### config.mk
export PLATFORM = sky130hd
export DESIGN_NAME = openadc_core
export DESIGN_NICKNAME = d
export VERILOG_FILES = /design/src/source/openadc_pkg.sv /design/src/source/adc_reg_block.sv /design/src/source/adc_sample_path.sv /design/src/source/adc_level_trigger.sv /design/src/source/status_led_driver.sv /design/src/source/extclk_monitor.sv /design/src/source/openadc_core.sv
export VERILOG_INCLUDE_DIRS = /design/src /design/src/source
export SDC_FILE = /design/constraint.sdc
export NUM_CORES = 1
export LEC_CHECK = 0
export ABC_AREA = 0
export BUFFER_PORTS_ARGS = -buffer_cell sky130_fd_sc_hd__buf_2
export CAP_MARGIN = 20
export CORE_UTILIZATION = 63
export CTS_CLUSTER_DIAMETER = 50
export CTS_CLUSTER_SIZE = 12
export DETAILED_ROUTE_END_ITERATION = 8
export GPL_TIMING_DRIVEN = 1
export HOLD_SLACK_MARGIN = 0.08
export PLACE_DENSITY_LB_ADDON = 0.08
export SYNTH_ARGS = -nofsm -noshare
export SYNTH_HDL_FRONTEND = slang
export SYNTH_SLANG_ARGS = --single-unit
### constraint.sdc
create_clock -name clk_usb -period 5.4 [get_ports clk_usb]
set_input_delay 0.27 -clock clk_usb [delete_from_list [all_inputs] [get_ports clk_usb]]
set_output_delay 0.27 -clock clk_usb [all_outputs]
set_load 0.05 [all_outputs]
### src/source/openadc_defines.svh
`ifndef OPENADC_DEFINES_SVH
`define OPENADC_DEFINES_SVH

// datapath widths
`define OADC_SAMPLE_W            12
`define OADC_COUNT_W             24

// register map with one byte per address
`define OADC_ADDR_SETTINGS       8'h01
`define OADC_ADDR_STATUS         8'h02
`define OADC_ADDR_GAIN           8'h04
`define OADC_ADDR_TRIG_LEVEL_LO  8'h05
`define OADC_ADDR_TRIG_LEVEL_HI  8'h06
`define OADC_ADDR_LIMIT_0        8'h10
`define OADC_ADDR_LIMIT_1        8'h11
`define OADC_ADDR_LIMIT_2        8'h12
`define OADC_ADDR_EXTCLK_FREQ_0  8'h20
`define OADC_ADDR_EXTCLK_FREQ_1  8'h21
`define OADC_ADDR_EXTCLK_FREQ_2  8'h22

// settings byte bits with led select in LED_LO and the bit above
`define OADC_SET_SOURCE          0
`define OADC_SET_ARM             3
`define OADC_SET_LED_LO          4
`define OADC_SET_MON_DIS         6

// status byte
`define OADC_STAT_ARMED          0
`define OADC_STAT_PLL            4
`define OADC_STAT_EXTCLK_CHANGE  5

`endif

### src/source/openadc_pkg.sv
`include "openadc_defines.svh"

package openadc_pkg;

   // configuration fanned out from the register block
   typedef struct packed {
      logic                      source_adc;       // 1 = adc pins, 0 = test counter
      logic [1:0]                led_select;
      logic                      monitor_disabled; // also clears the change flag
      logic [`OADC_SAMPLE_W-1:0] trigger_level;    // msb picks the compare direction
      logic [`OADC_COUNT_W-1:0]  extclk_limit;
   } adc_cfg_t;

   // status returned to the register block
   typedef struct packed {
      logic                      armed;
      logic                      extclk_change;    // sticky
      logic [`OADC_COUNT_W-1:0]  extclk_count;     // last finished window
   } core_status_t;

endpackage

### src/source/adc_reg_block.sv
`timescale 1ns/1ps
`include "openadc_defines.svh"

module adc_reg_block (
   input  logic                      clk_usb,
   input  logic                      reset,
   input  logic [7:0]                reg_address_i,
   input  logic [7:0]                reg_datai_i,
   input  logic                      reg_write_i,
   input  logic                      reg_read_i,
   input  logic                      pll_status_i,
   input  openadc_pkg::core_status_t status_i,
   output logic [7:0]                reg_datao_o,
   output openadc_pkg::adc_cfg_t     cfg_o,
   output logic                      arm_o,
   output logic                      amp_gain_o
);

   localparam logic [7:0] ARM_MASK = 8'h01 << `OADC_SET_ARM;

   logic [7:0]               settings_q;
   logic [7:0]               gain_q;
   logic [7:0]               level_lo_q;
   logic [7:0]               level_hi_q;   // only the low nibble reaches the trigger
   logic [`OADC_COUNT_W-1:0] limit_q;
   logic [8:0]               pwm_acc;
   logic [7:0]               status_byte;

   always_ff @(posedge clk_usb) begin
      if (reset) begin
         settings_q <= 8'h00;
         gain_q     <= 8'h00;
         level_lo_q <= 8'h00;
         level_hi_q <= 8'h00;
         limit_q    <= '0;
         arm_o      <= 1'b0;
      end else begin
         arm_o <= reg_write_i && (reg_address_i == `OADC_ADDR_SETTINGS) &&
                  reg_datai_i[`OADC_SET_ARM];
         if (reg_write_i) begin
            case (reg_address_i)
               `OADC_ADDR_SETTINGS:      settings_q <= reg_datai_i & ~ARM_MASK; // arm is a command
               `OADC_ADDR_GAIN:          gain_q <= reg_datai_i;
               `OADC_ADDR_TRIG_LEVEL_LO: level_lo_q <= reg_datai_i;
               `OADC_ADDR_TRIG_LEVEL_HI: level_hi_q <= reg_datai_i;
               `OADC_ADDR_LIMIT_0:       limit_q[7:0] <= reg_datai_i;
               `OADC_ADDR_LIMIT_1:       limit_q[15:8] <= reg_datai_i;
               `OADC_ADDR_LIMIT_2:       limit_q[23:16] <= reg_datai_i;
               default: ;
            endcase
         end
      end
   end

   // carry out of the low byte drives the gain pwm
   always_ff @(posedge clk_usb) begin
      if (reset)
         pwm_acc <= 9'h000;
      else
         pwm_acc <= {1'b0, pwm_acc[7:0]} + {1'b0, gain_q};
   end

   assign amp_gain_o = pwm_acc[8];

   always_comb begin
      cfg_o.source_adc       = settings_q[`OADC_SET_SOURCE];
      cfg_o.led_select       = settings_q[`OADC_SET_LED_LO +: 2];
      cfg_o.monitor_disabled = settings_q[`OADC_SET_MON_DIS];
      cfg_o.trigger_level    = {level_hi_q[3:0], level_lo_q};
      cfg_o.extclk_limit     = limit_q;
   end

   always_comb begin
      status_byte = 8'h00;
      status_byte[`OADC_STAT_ARMED]         = status_i.armed;
      status_byte[`OADC_STAT_PLL]           = pll_status_i;
      status_byte[`OADC_STAT_EXTCLK_CHANGE] = status_i.extclk_change;
   end

   // readback is zero unless a read is in progress
   always_comb begin
      reg_datao_o = 8'h00;
      if (reg_read_i) begin
         case (reg_address_i)
            `OADC_ADDR_SETTINGS:      reg_datao_o = settings_q;
            `OADC_ADDR_STATUS:        reg_datao_o = status_byte;
            `OADC_ADDR_GAIN:          reg_datao_o = gain_q;
            `OADC_ADDR_TRIG_LEVEL_LO: reg_datao_o = level_lo_q;
            `OADC_ADDR_TRIG_LEVEL_HI: reg_datao_o = level_hi_q;
            `OADC_ADDR_LIMIT_0:       reg_datao_o = limit_q[7:0];
            `OADC_ADDR_LIMIT_1:       reg_datao_o = limit_q[15:8];
            `OADC_ADDR_LIMIT_2:       reg_datao_o = limit_q[23:16];
            `OADC_ADDR_EXTCLK_FREQ_0: reg_datao_o = status_i.extclk_count[7:0];
            `OADC_ADDR_EXTCLK_FREQ_1: reg_datao_o = status_i.extclk_count[15:8];
            `OADC_ADDR_EXTCLK_FREQ_2: reg_datao_o = status_i.extclk_count[23:16];
            default:                  reg_datao_o = 8'h00;
         endcase
      end
   end

endmodule

### src/source/adc_sample_path.sv
`timescale 1ns/1ps
`include "openadc_defines.svh"

module adc_sample_path (
   input  logic                      clk_usb,
   input  logic                      reset,
   input  logic [`OADC_SAMPLE_W-1:0] adc_data_i,
   input  openadc_pkg::adc_cfg_t     cfg_i,
   output logic [`OADC_SAMPLE_W-1:0] sample_o
);

   logic [`OADC_SAMPLE_W-1:0] test_cnt;   // ramp for bring-up without an adc
   logic [`OADC_SAMPLE_W-1:0] stage0;
   logic [`OADC_SAMPLE_W-1:0] stage1;

   always_ff @(posedge clk_usb) begin
      if (reset)
         test_cnt <= '0;
      else
         test_cnt <= test_cnt + {{(`OADC_SAMPLE_W-1){1'b0}}, 1'b1};
   end

   // two resample stages
   always_ff @(posedge clk_usb) begin
      stage0 <= cfg_i.source_adc ? adc_data_i : test_cnt;
      stage1 <= stage0;
   end

   assign sample_o = stage1;

endmodule

### src/source/adc_level_trigger.sv
`timescale 1ns/1ps
`include "openadc_defines.svh"

module adc_level_trigger (
   input  logic                      clk_usb,
   input  logic                      reset,
   input  logic [`OADC_SAMPLE_W-1:0] sample_i,
   input  logic                      arm_i,
   input  openadc_pkg::adc_cfg_t     cfg_i,
   output logic                      armed_o,
   output logic                      trigger_adc_o
);

   logic armed_q;
   logic trigger_q;
   logic level_hit;

   // msb of the level selects above or below
   always_comb begin
      if (cfg_i.trigger_level[`OADC_SAMPLE_W-1])
         level_hit = sample_i > cfg_i.trigger_level;
      else
         level_hit = sample_i < cfg_i.trigger_level;
   end

   always_ff @(posedge clk_usb) begin
      if (reset) begin
         armed_q   <= 1'b0;
         trigger_q <= 1'b0;
      end else begin
         trigger_q <= armed_q && level_hit;
         if (armed_q && level_hit)
            armed_q <= 1'b0;      // single shot
         else if (arm_i)
            armed_q <= 1'b1;      // re-arm while armed changes nothing
      end
   end

   assign armed_o       = armed_q;
   assign trigger_adc_o = trigger_q;

endmodule

### src/source/status_led_driver.sv
`timescale 1ns/1ps

module status_led_driver #(
   parameter int WINDOW_LOG2 = 23
) (
   input  logic                  clk_usb,
   input  logic                  reset,
   input  logic                  armed_i,
   input  logic                  extclk_change_i,
   input  openadc_pkg::adc_cfg_t cfg_i,
   output logic                  meas_strobe_o,
   output logic                  led_armed_o,
   output logic                  led_capture_o
);

   localparam int HB_W = WINDOW_LOG2 + 3;   // three spare bits for the led rates

   logic [HB_W-1:0] heartbeat;
   logic            strobe_q;
   logic            flash_q;

   always_ff @(posedge clk_usb) begin
      if (reset) begin
         heartbeat <= '0;
         strobe_q  <= 1'b0;
         flash_q   <= 1'b0;
      end else begin
         heartbeat <= heartbeat + HB_W'(1);
         strobe_q  <= &heartbeat[WINDOW_LOG2-1:0];   // window wrap
         flash_q   <= heartbeat[HB_W-1] & ~heartbeat[HB_W-3];  // short double blink
      end
   end

   assign meas_strobe_o = strobe_q;

   always_comb begin
      if (extclk_change_i) begin
         led_armed_o   = flash_q;
         led_capture_o = flash_q;
      end else begin
         case (cfg_i.led_select)
            2'd1: begin
               led_armed_o   = heartbeat[HB_W-1];
               led_capture_o = heartbeat[HB_W-2];
            end
            2'd2: begin
               led_armed_o   = heartbeat[HB_W-2];
               led_capture_o = heartbeat[HB_W-3];
            end
            2'd3: begin
               led_armed_o   = heartbeat[HB_W-1];
               led_capture_o = ~heartbeat[HB_W-1];
            end
            default: begin
               led_armed_o   = armed_i;
               led_capture_o = armed_i;   // trigger allowed is armed here
            end
         endcase
      end
   end

endmodule

### src/source/extclk_monitor.sv
`timescale 1ns/1ps
`include "openadc_defines.svh"

module extclk_monitor (
   input  logic                     clk_usb,
   input  logic                     reset,
   input  logic                     ext_clk_i,
   input  logic                     meas_strobe_i,
   input  openadc_pkg::adc_cfg_t    cfg_i,
   output logic [`OADC_COUNT_W-1:0] extclk_count_o,
   output logic                     extclk_change_o
);

   logic                     sync_q1;
   logic                     sync_q2;
   logic                     prev_q;
   logic                     rise;
   logic [`OADC_COUNT_W-1:0] count_q;
   logic [`OADC_COUNT_W-1:0] window_count;
   logic [`OADC_COUNT_W-1:0] last_q;
   logic [`OADC_COUNT_W-1:0] delta;
   logic                     change_q;

   // target clock is only sampled as data
   always_ff @(posedge clk_usb) begin
      if (reset) begin
         sync_q1 <= 1'b0;
         sync_q2 <= 1'b0;
         prev_q  <= 1'b0;
      end else begin
         sync_q1 <= ext_clk_i;
         sync_q2 <= sync_q1;
         prev_q  <= sync_q2;
      end
   end

   assign rise = sync_q2 & ~prev_q;

   // count including an edge that lands on the strobe cycle
   assign window_count = count_q + {{(`OADC_COUNT_W-1){1'b0}}, rise};
   assign delta = (window_count > last_q) ? window_count - last_q : last_q - window_count;

   always_ff @(posedge clk_usb) begin
      if (reset) begin
         count_q  <= '0;
         last_q   <= '0;
         change_q <= 1'b0;
      end else begin
         if (meas_strobe_i) begin
            count_q <= '0;
            last_q  <= window_count;
         end else begin
            count_q <= window_count;
         end

         if (cfg_i.monitor_disabled)
            change_q <= 1'b0;
         else if (meas_strobe_i && (last_q != '0) && (delta > cfg_i.extclk_limit))
            change_q <= 1'b1;   // sticky until disabled
      end
   end

   assign extclk_count_o  = last_q;
   assign extclk_change_o = change_q;

endmodule

### src/source/openadc_core.sv
`timescale 1ns/1ps
`include "openadc_defines.svh"

module openadc_core #(
   parameter int WINDOW_LOG2 = 23
) (
   input  logic                      clk_usb,
   input  logic                      reset,
   input  logic [`OADC_SAMPLE_W-1:0] adc_data_i,
   input  logic                      ext_clk_i,
   input  logic                      pll_status_i,
   input  logic [7:0]                reg_address_i,
   input  logic [7:0]                reg_datai_i,
   input  logic                      reg_write_i,
   input  logic                      reg_read_i,
   output logic [7:0]                reg_datao_o,
   output logic                      trigger_adc_o,
   output logic                      freq_measure_o,
   output logic                      amp_gain_o,
   output logic                      led_armed_o,
   output logic                      led_capture_o
);

   openadc_pkg::adc_cfg_t     cfg;
   openadc_pkg::core_status_t status;
   logic                      arm;
   logic                      armed;
   logic                      extclk_change;
   logic [`OADC_COUNT_W-1:0]  extclk_count;
   logic [`OADC_SAMPLE_W-1:0] sample;
   logic                      meas_strobe;

   always_comb begin
      status.armed         = armed;
      status.extclk_change = extclk_change;
      status.extclk_count  = extclk_count;
   end

   assign freq_measure_o = meas_strobe;

   adc_reg_block u_reg_block (
      .clk_usb        (clk_usb),
      .reset          (reset),
      .reg_address_i  (reg_address_i),
      .reg_datai_i    (reg_datai_i),
      .reg_write_i    (reg_write_i),
      .reg_read_i     (reg_read_i),
      .pll_status_i   (pll_status_i),
      .status_i       (status),
      .reg_datao_o    (reg_datao_o),
      .cfg_o          (cfg),
      .arm_o          (arm),
      .amp_gain_o     (amp_gain_o)
   );

   adc_sample_path u_sample_path (
      .clk_usb    (clk_usb),
      .reset      (reset),
      .adc_data_i (adc_data_i),
      .cfg_i      (cfg),
      .sample_o   (sample)
   );

   adc_level_trigger u_level_trigger (
      .clk_usb       (clk_usb),
      .reset         (reset),
      .sample_i      (sample),
      .arm_i         (arm),
      .cfg_i         (cfg),
      .armed_o       (armed),
      .trigger_adc_o (trigger_adc_o)
   );

   status_led_driver #(
      .WINDOW_LOG2 (WINDOW_LOG2)
   ) u_led_driver (
      .clk_usb         (clk_usb),
      .reset           (reset),
      .armed_i         (armed),
      .extclk_change_i (extclk_change),
      .cfg_i           (cfg),
      .meas_strobe_o   (meas_strobe),
      .led_armed_o     (led_armed_o),
      .led_capture_o   (led_capture_o)
   );

   extclk_monitor u_extclk_monitor (
      .clk_usb         (clk_usb),
      .reset           (reset),
      .ext_clk_i       (ext_clk_i),
      .meas_strobe_i   (meas_strobe),
      .cfg_i           (cfg),
      .extclk_count_o  (extclk_count),
      .extclk_change_o (extclk_change)
   );

endmodule

======== After elaboration in Yosys (flattened, before gate mapping) ========
Index checks and enable logic that the tools add are counted.
operators by class
  multiplexer cells ....................... 9
  reductions and logical operators ........ 18
  bitwise operators ....................... 5
  add/sub/neg operators ................... 6
  equality and inequality tests ........... 14
  magnitude comparators ................... 4
operators with widths
  cell                     number
  $pmux W8 S11             1
  $gt A24 B24 Y1           2
  $sub A24 B24 Y24         2
  $add A26 B1 Y26 const B  1
  $add A24 B1 Y24          1
  $eq A8 B3 Y1 const B     3
  $eq A8 B5 Y1 const B     3
  $eq A8 B6 Y1 const B     3
  $mux W24                 1
  $reduce_bool A24 Y1      1
  $reduce_and A23 Y1       1
  $reduce_and A2 Y1        7
  $add A12 B1 Y12 const B  1
  $gt A12 B12 Y1           1
  $lt A12 B12 Y1           1
  $mux W12                 1
  $add A8 B8 Y9            1
  $eq A8 B1 Y1 const B     1
  $eq A8 B2 Y1 const B     1
  $mux W8                  1
  $reduce_or A2 Y1         4
  $logic_and A1 B1 Y1      5
  $eq A2 B2 Y1 const B     2
  $mux W1                  3
  other kinds (5)          8
storage, ports and cells
  logic and storage cells ................. 79
  output and inout bits ................... 13
  register bits ........................... 183

======== Longest topological paths before layout ========
  depth in word-level cells ............... 7
  gate-level depth with buffers ........... 25
  depth with buffers taken out ............ 23

======== Hierarchy ========
From an unflattened synthesis, not the netlist that was laid out.
unflattened totals
  cell total of the unflattened synthesis .. 1368
  area, all modules ....................... 11668.7 um^2
by module, submodules not included
  module             cells an instance  seq. area each (um^2)  times used  area an instance (um^2)
  extclk_monitor     695                1041.0                 1           5306.3
  adc_reg_block      383                1301.2                 1           3580.9
  status_led_driver  148                560.5                  1           1277.5
  adc_sample_path    92                 720.7                  1           1108.6
  adc_level_trigger  50                 40.0                   1           395.4

======== Worst setup path after synthesis ========
OpenSTA, ideal clock, no wires.
  path type ............................... register to register
  start point ............................. register u_extclk_monitor.sync_q2
  end point ............................... register u_extclk_monitor.change_q, in the netlist u_extclk_monitor.extclk_change_o
  data required time ...................... 5.285 ns
  arrival ................................. 4.487 ns
  library setup time ...................... 0.115 ns
  path buffers ............................ 2
  cell stages (with the launch flop) ...... 26
  slack ................................... 0.798 ns
  cells stage by stage .................... dfxtp_1 -> nor2b_1 -> ha_1 -> ha_1 -> nand3_1 -> nor2_1 -> nand3_1 -> xor2_1 -> inv_1 -> ha_1 -> buf_2 -> a21oi_1 -> a21boi_0 -> a211o_2 -> o21ai_2 -> o21bai_4 -> buf_8 -> mux2i_1 -> xnor2_1 -> ha_1 -> nand4_1 -> nor2_1 -> a21oi_1 -> o211ai_1 -> a21oi_1 -> a2111oi_0
on the way
  longest elaborated chain between the ends .. 6
ends and longest elaborated chain
  what                                                       RTL line              text
  from (decl)                                                extclk_monitor.sv:15  logic sync_q2;
  from (signal assigned)                                     extclk_monitor.sv:32  sync_q2 <= sync_q1;
  $and A1 B1 Y1 (*)                                          extclk_monitor.sv:37  assign rise = sync_q2 & ~prev_q;
  $add A24 B1 Y24 (*)                                        extclk_monitor.sv:40  assign window_count = count_q + {{(`OADC_COUNT_W-1){1'b0}}, rise};
  named net u_extclk_monitor.window_count[22]                extclk_monitor.sv:19  logic [`OADC_COUNT_W-1:0] window_count;
  $sub A24 B24 Y24 / $gt A24 B24 Y1 (equally long branches)  extclk_monitor.sv:41  assign delta = (window_count > last_q) ? window_count - last_q : last_q - window_count;
  $mux W24 (*)                                               extclk_monitor.sv:41
  $gt A24 B24 Y1 (*)                                         extclk_monitor.sv:58  else if (meas_strobe_i && (last_q != '0) && (delta > cfg_i.extclk_limit))
  $logic_and A1 B1 Y1 (*)                                    extclk_monitor.sv:58
  to (signal assigned)                                       extclk_monitor.sv:47  change_q <= 1'b0;
  to (signal assigned)                                       extclk_monitor.sv:57  change_q <= 1'b0;
  to (signal assigned)                                       extclk_monitor.sv:59  change_q <= 1'b1;
  to (decl)                                                  extclk_monitor.sv:22  logic change_q;
Mark *: on every way through the listed nets, which the timed path passes. The rest lies on a longest branch.
A chain may end at the register's enable or synchronous reset.

======== Worst setup path after layout ========
  start point ............................. register u_extclk_monitor.count_q[2]
  end point ............................... register u_extclk_monitor.change_q, in the netlist u_extclk_monitor.extclk_change_o
on the way
  longest elaborated chain between the ends .. 5
ends and longest elaborated chain
  what                                                       RTL line              text
  from (decl)                                                extclk_monitor.sv:18  logic [`OADC_COUNT_W-1:0] count_q;
  from (signal assigned)                                     extclk_monitor.sv:53  count_q <= window_count;
  $add A24 B1 Y24 (*)                                        extclk_monitor.sv:40
  named net u_extclk_monitor.window_count[17]                extclk_monitor.sv:19
  $sub A24 B24 Y24 / $gt A24 B24 Y1 (equally long branches)  extclk_monitor.sv:41
  $mux W24 (*)                                               extclk_monitor.sv:41
  $gt A24 B24 Y1 (*)                                         extclk_monitor.sv:58
  $logic_and A1 B1 Y1 (*)                                    extclk_monitor.sv:58
Marked as above.

==> key figures <==
Timing
  • Hold Vio Cnt, Final: 0
  • Worst slew margin: 37.4%
  • Final period utilization: 95.8%
  • Final Skew: 0.00927 ns
  • Final slew viol count: 0
  • Setup violations, final: 0
  • Worst slew pin tran: 0.936 ns
  • Post-route minimum period: 5.18 ns
  • Final setup TNS: 0 ns
  • Max Clk Rate: a little under 0.2 GHz

Yosys
  • Cells after synthesis: 1354
  • Top-area cell type share of the netlist area: 33.1%
  • Post-Synth XOR/XNOR Area: 6.09%
  • Simple-gate area share of the yosys netlist: 19.3%
  • Post-synth top cells: dfxtp_1, nor2_1, a21oi_1
  • FFs w/ async S/R, synth: 0%
  • Mean post-synth cell area: between 8 and 9 µm²
  • Post-synthesis adder-cell area fraction: 11.3%
  • Post-synthesis sequential area ratio: 33.1%
  • Mapped Area: around 0.011 mm²
  • Synth cell types: 71
  • Synth Flop Type: dfxtp_1
  • Most frequent cell after synthesis: dfxtp_1
  • Compound-Gate Fraction of Synth Area: 17.9%
  • EDFF count, synth: 0
  • Synth warn: 0
  • Mux cell area share after synthesis: roughly 6.5%
  • Number of synthesized register bits: 183
  • Largest cells by area after synthesis: dfxtp_1, ha_1, nor2_1
  • Syn Nets: 1486
  • Largest family of logic cells by synthesized area: simple AND/OR/NAND/NOR gates
  • Synth area leader: dfxtp_1

Floorplanning
  • Die height: around 130 µm
  • Core Rows: 48
  • Die ar.: 0.0181 mm²
  • Initial core utilization: between 60% and 70%
  • DIE WIDTH: around 130 µm
  • I/O Pins: 47
  • Core area: between 0.015 and 0.02 mm²

Worst setup path
  • Internal reg-to-reg setup slack: between 0.2 and 0.25 ns
  • Critical-path top delay cell: a211o_2
  • Worst R2R Start: u_extclk_monitor.count_q[2]$_SDFF_PP0_
  • Critical path type: register to register
  • Worst R2R End: u_extclk_monitor.extclk_change_o$_SDFFE_PP0P_
  • Crit start category: register
  • Reg2Reg Depth: 23
  • Worst-path maximum fanout: 8
  • CP Data Required Time: 5.75 ns
  • Cells along the critical path: nand3_1 > nor2_2 > nand4_1 > nor2_4 > nand2_1 > xor2_1 > inv_1 > ha_1 > a21oi_1 > o21ai_1 > a211o_2 > o21ai_2 > o21bai_4 > buf_4 > mux2i_1 > xnor2_1 > ha_1 > a21o_1 > a21o_1 > a21oi_1 > o211ai_1 > a21oi_1 > a2111oi_2
  • Worst Path Buf+Inv: 2
  • Arrival @ worst endpoint: around 5.5 ns
  • Worst path max stage delay: 0.42 ns
  • Most frequent CP cell: a21oi_1
  • Crit-path leading delay family: compound AO/OA/AOI/OAI gates
  • Crit path capture type: register

Routing
  • DRC Markers: 0
  • WL final: 29800 µm
  • Initial DRC Count: 844
  • Vias: between 9000 and 10000
  • TritonRoute pass-1 iters: 5
  • WL met2: 13200 µm
  • Wire length on met3: between 1500 and 2000 µm
  • Max Used Layer: met4
  • DR WL/cell: around 18 µm
  • Via-per-instance ratio: roughly 6.1
  • WL met1: 13100 µm
  • Antenna-violating nets left: 0

GRT
  • Largest net degree at the start of global routing: between 80 and 90
  • All-Layer GR Usage: 33.9%
  • Grt ovf: 0
  • Vias in the first global route: 9667
  • Antenna violations before repair: 0
  • Global-route wire length before repair: 47800 µm

Power and ir drop
  • Pwr/cell area: 239 mW/mm²
  • Cell leakage power: 5.29 nW
  • Max rail drop VDD: 0.000262 V

Clocking
  • CTS max path bufs: 2
  • CTS tree: yes
  • Clock root cell: clkbuf_16
  • CTS Buf Count: 17
  • CTS H-tree depth: 4
  • Worst-path clk slew: ~0.08 ns
  • Clock sink count: 183
  • Clk_lat worst skew: 0.45 ns

Placement
  • Routability Congestion: around 1.0
  • Hpwl dp: 22100 µm
  • IO Port Bufs: 46

Worst hold path
  • Hold_sp: reg_datai_i[7]
  • Hold Path Class: primary input to register
  • Hold Path End: u_reg_block.gain_q[7]$_SDFFE_PP0P_
  • Hold depth: 3

Outcome
  • Status: complete, no violations

Final layout
  • Ratio of cells with drive above 1 in the final layout: a little over a tenth
  • Final nets: 1540
  • Area growth syn-to-layout: 11.9%
  • Post-route core utilization: between 70% and 80%
  • Ant. Diodes: 0

Job
  • Max Cap Violations: 0
[registers in the layout, indices dropped and copies added (netlist names)]
name	count
u_extclk_monitor.extclk_count_o	24
u_reg_block.level_lo_q	8
u_extclk_monitor.extclk_change_o	1
u_level_trigger.armed_o	1
u_sample_path.test_cnt	12
u_reg_block.settings_q	7
u_level_trigger.trigger_adc_o	1
u_reg_block.gain_q	8
u_led_driver.flash_q	1
u_extclk_monitor.sync_q2	1
u_reg_block.level_hi_q	8
u_reg_block.arm_o	1
u_led_driver.meas_strobe_o	1
u_sample_path.sample_o	12
u_sample_path.stage0	12
u_led_driver.heartbeat	26
u_reg_block.pwm_acc	9
u_extclk_monitor.count_q	24
u_extclk_monitor.prev_q	1
u_reg_block.limit_q	24
u_extclk_monitor.sync_q1	1
[power by group]
part	switching [W]	leakage [nW]	total, W	internal (W)
Sequential	0.00000631	1.48	0.00136	0.00136
Clock	0.000660	0.302	0.00130	0.000637
Combinational	0.000167	3.51	0.000296	0.000129
Total	0.000833	5.29	0.00296	0.00212
[kinds of logic (layout without fill, tap and decap cells)]
family                     Yosys count  after routing
AOI/OAI and AO/OA                  308            308
xor gates and xnor gates            77             77
adders and majority gates           98             98
buffers and inverters              158            225
DFF                                183            183
muxes                               70             70
and+or+nand+nor                    460            460
[how the worst max path moves through the flow]
stage                                                       from                                       endpoint  slack, ns  cells past startpoint
after floorplan              u_extclk_monitor.sync_q2$_SDFF_PP0_  u_extclk_monitor.extclk_change_o$_SDFFE_PP0P_       0.80                     25
after global placement       u_extclk_monitor.sync_q2$_SDFF_PP0_  u_extclk_monitor.extclk_change_o$_SDFFE_PP0P_       0.19                     23
after detailed placement     u_extclk_monitor.sync_q2$_SDFF_PP0_  u_extclk_monitor.extclk_change_o$_SDFFE_PP0P_      0.002                     23
after CTS                    u_extclk_monitor.sync_q2$_SDFF_PP0_  u_extclk_monitor.extclk_change_o$_SDFFE_PP0P_       0.07                     22
after global routing      u_extclk_monitor.count_q[2]$_SDFF_PP0_  u_extclk_monitor.extclk_change_o$_SDFFE_PP0P_      -0.05                     23
final                     u_extclk_monitor.count_q[2]$_SDFF_PP0_  u_extclk_monitor.extclk_change_o$_SDFFE_PP0P_       0.22                     23
[stage by stage]
stage               setup slack [ns]  hold WS (ns)  area (µm²)  cells  power, W
floorplan                      0.798         0.310       11100   1354   0.00159
global placement               0.187         0.311       11500   1593   0.00166
detailed placement           0.00232         0.312       11500   1593   0.00167
CTS                           0.0682        0.0828       12300   1641   0.00296
global route                 -0.0485         0.178       12400   1646   0.00305
finish                         0.225         0.162       12400   1646   0.00296
[per-layer routing]
| metal | vias up | global-route usage, % |
|---|---|---|
| met4 | 0 | 18.4 |
| met3 | 92 | 5.07 |
| li1 | 4845 | - |
| met2 | 377 | 54.0 |
| met5 | - | 0 |
| met1 | 4669 | 44.2 |
[layout by cell type (no fill, tap or decap), drive strengths merged, types with 7 or more instances in the layout]
cell type    synthesis  layout
o21ai               58      58
xnor2               29      29
nor2b               22      22
mux2                14      14
nor3                 8       8
clkbuf              35      17
and3                14      14
a211oi              29      29
a22oi               11      11
o21bai               9       9
mux2i               56      56
clkinv               0       9
o211ai               8       8
nand2b               7       7
a21oi              106     106
nand3               73      73
nand4               24      24
buf                 27      84
dfxtp              183     183
xor2                48      48
nand2              103     103
ha                  95      95
nor4                10      10
nor2               169     169
or3                  9       9
o21a                 7       7
a221oi               8       8
and2                 8       8
a21o                22      22
a31oi               11      11
dlygate4sd3          0      13
inv                 96     102
[tightest hold or removal path: stages]
cell and delay (ns):
buf_2 0.16, nand3_1 0.08, a21oi_1 0.05
[area by class of cell]
cell class              count  area [µm²]
inverters                  96         360
clock inverters            15         200
well taps                 225         282
fillers                  1395        4840
repair buffers             97         648
multi-input cells        1013        6810
clock buffers              17         425
flip-flops and latches    183        3660
[what timing repair did]
item	4_1_cts	5_1_grt
hold endpoints to repair	12	1
setup endpoints to repair	1	1
buffers inserted	4	4
hold buffers	12	1
pin swaps	1	4
gates resized for setup	0	13
No activity file was read; power rests on OpenSTA's default activity.
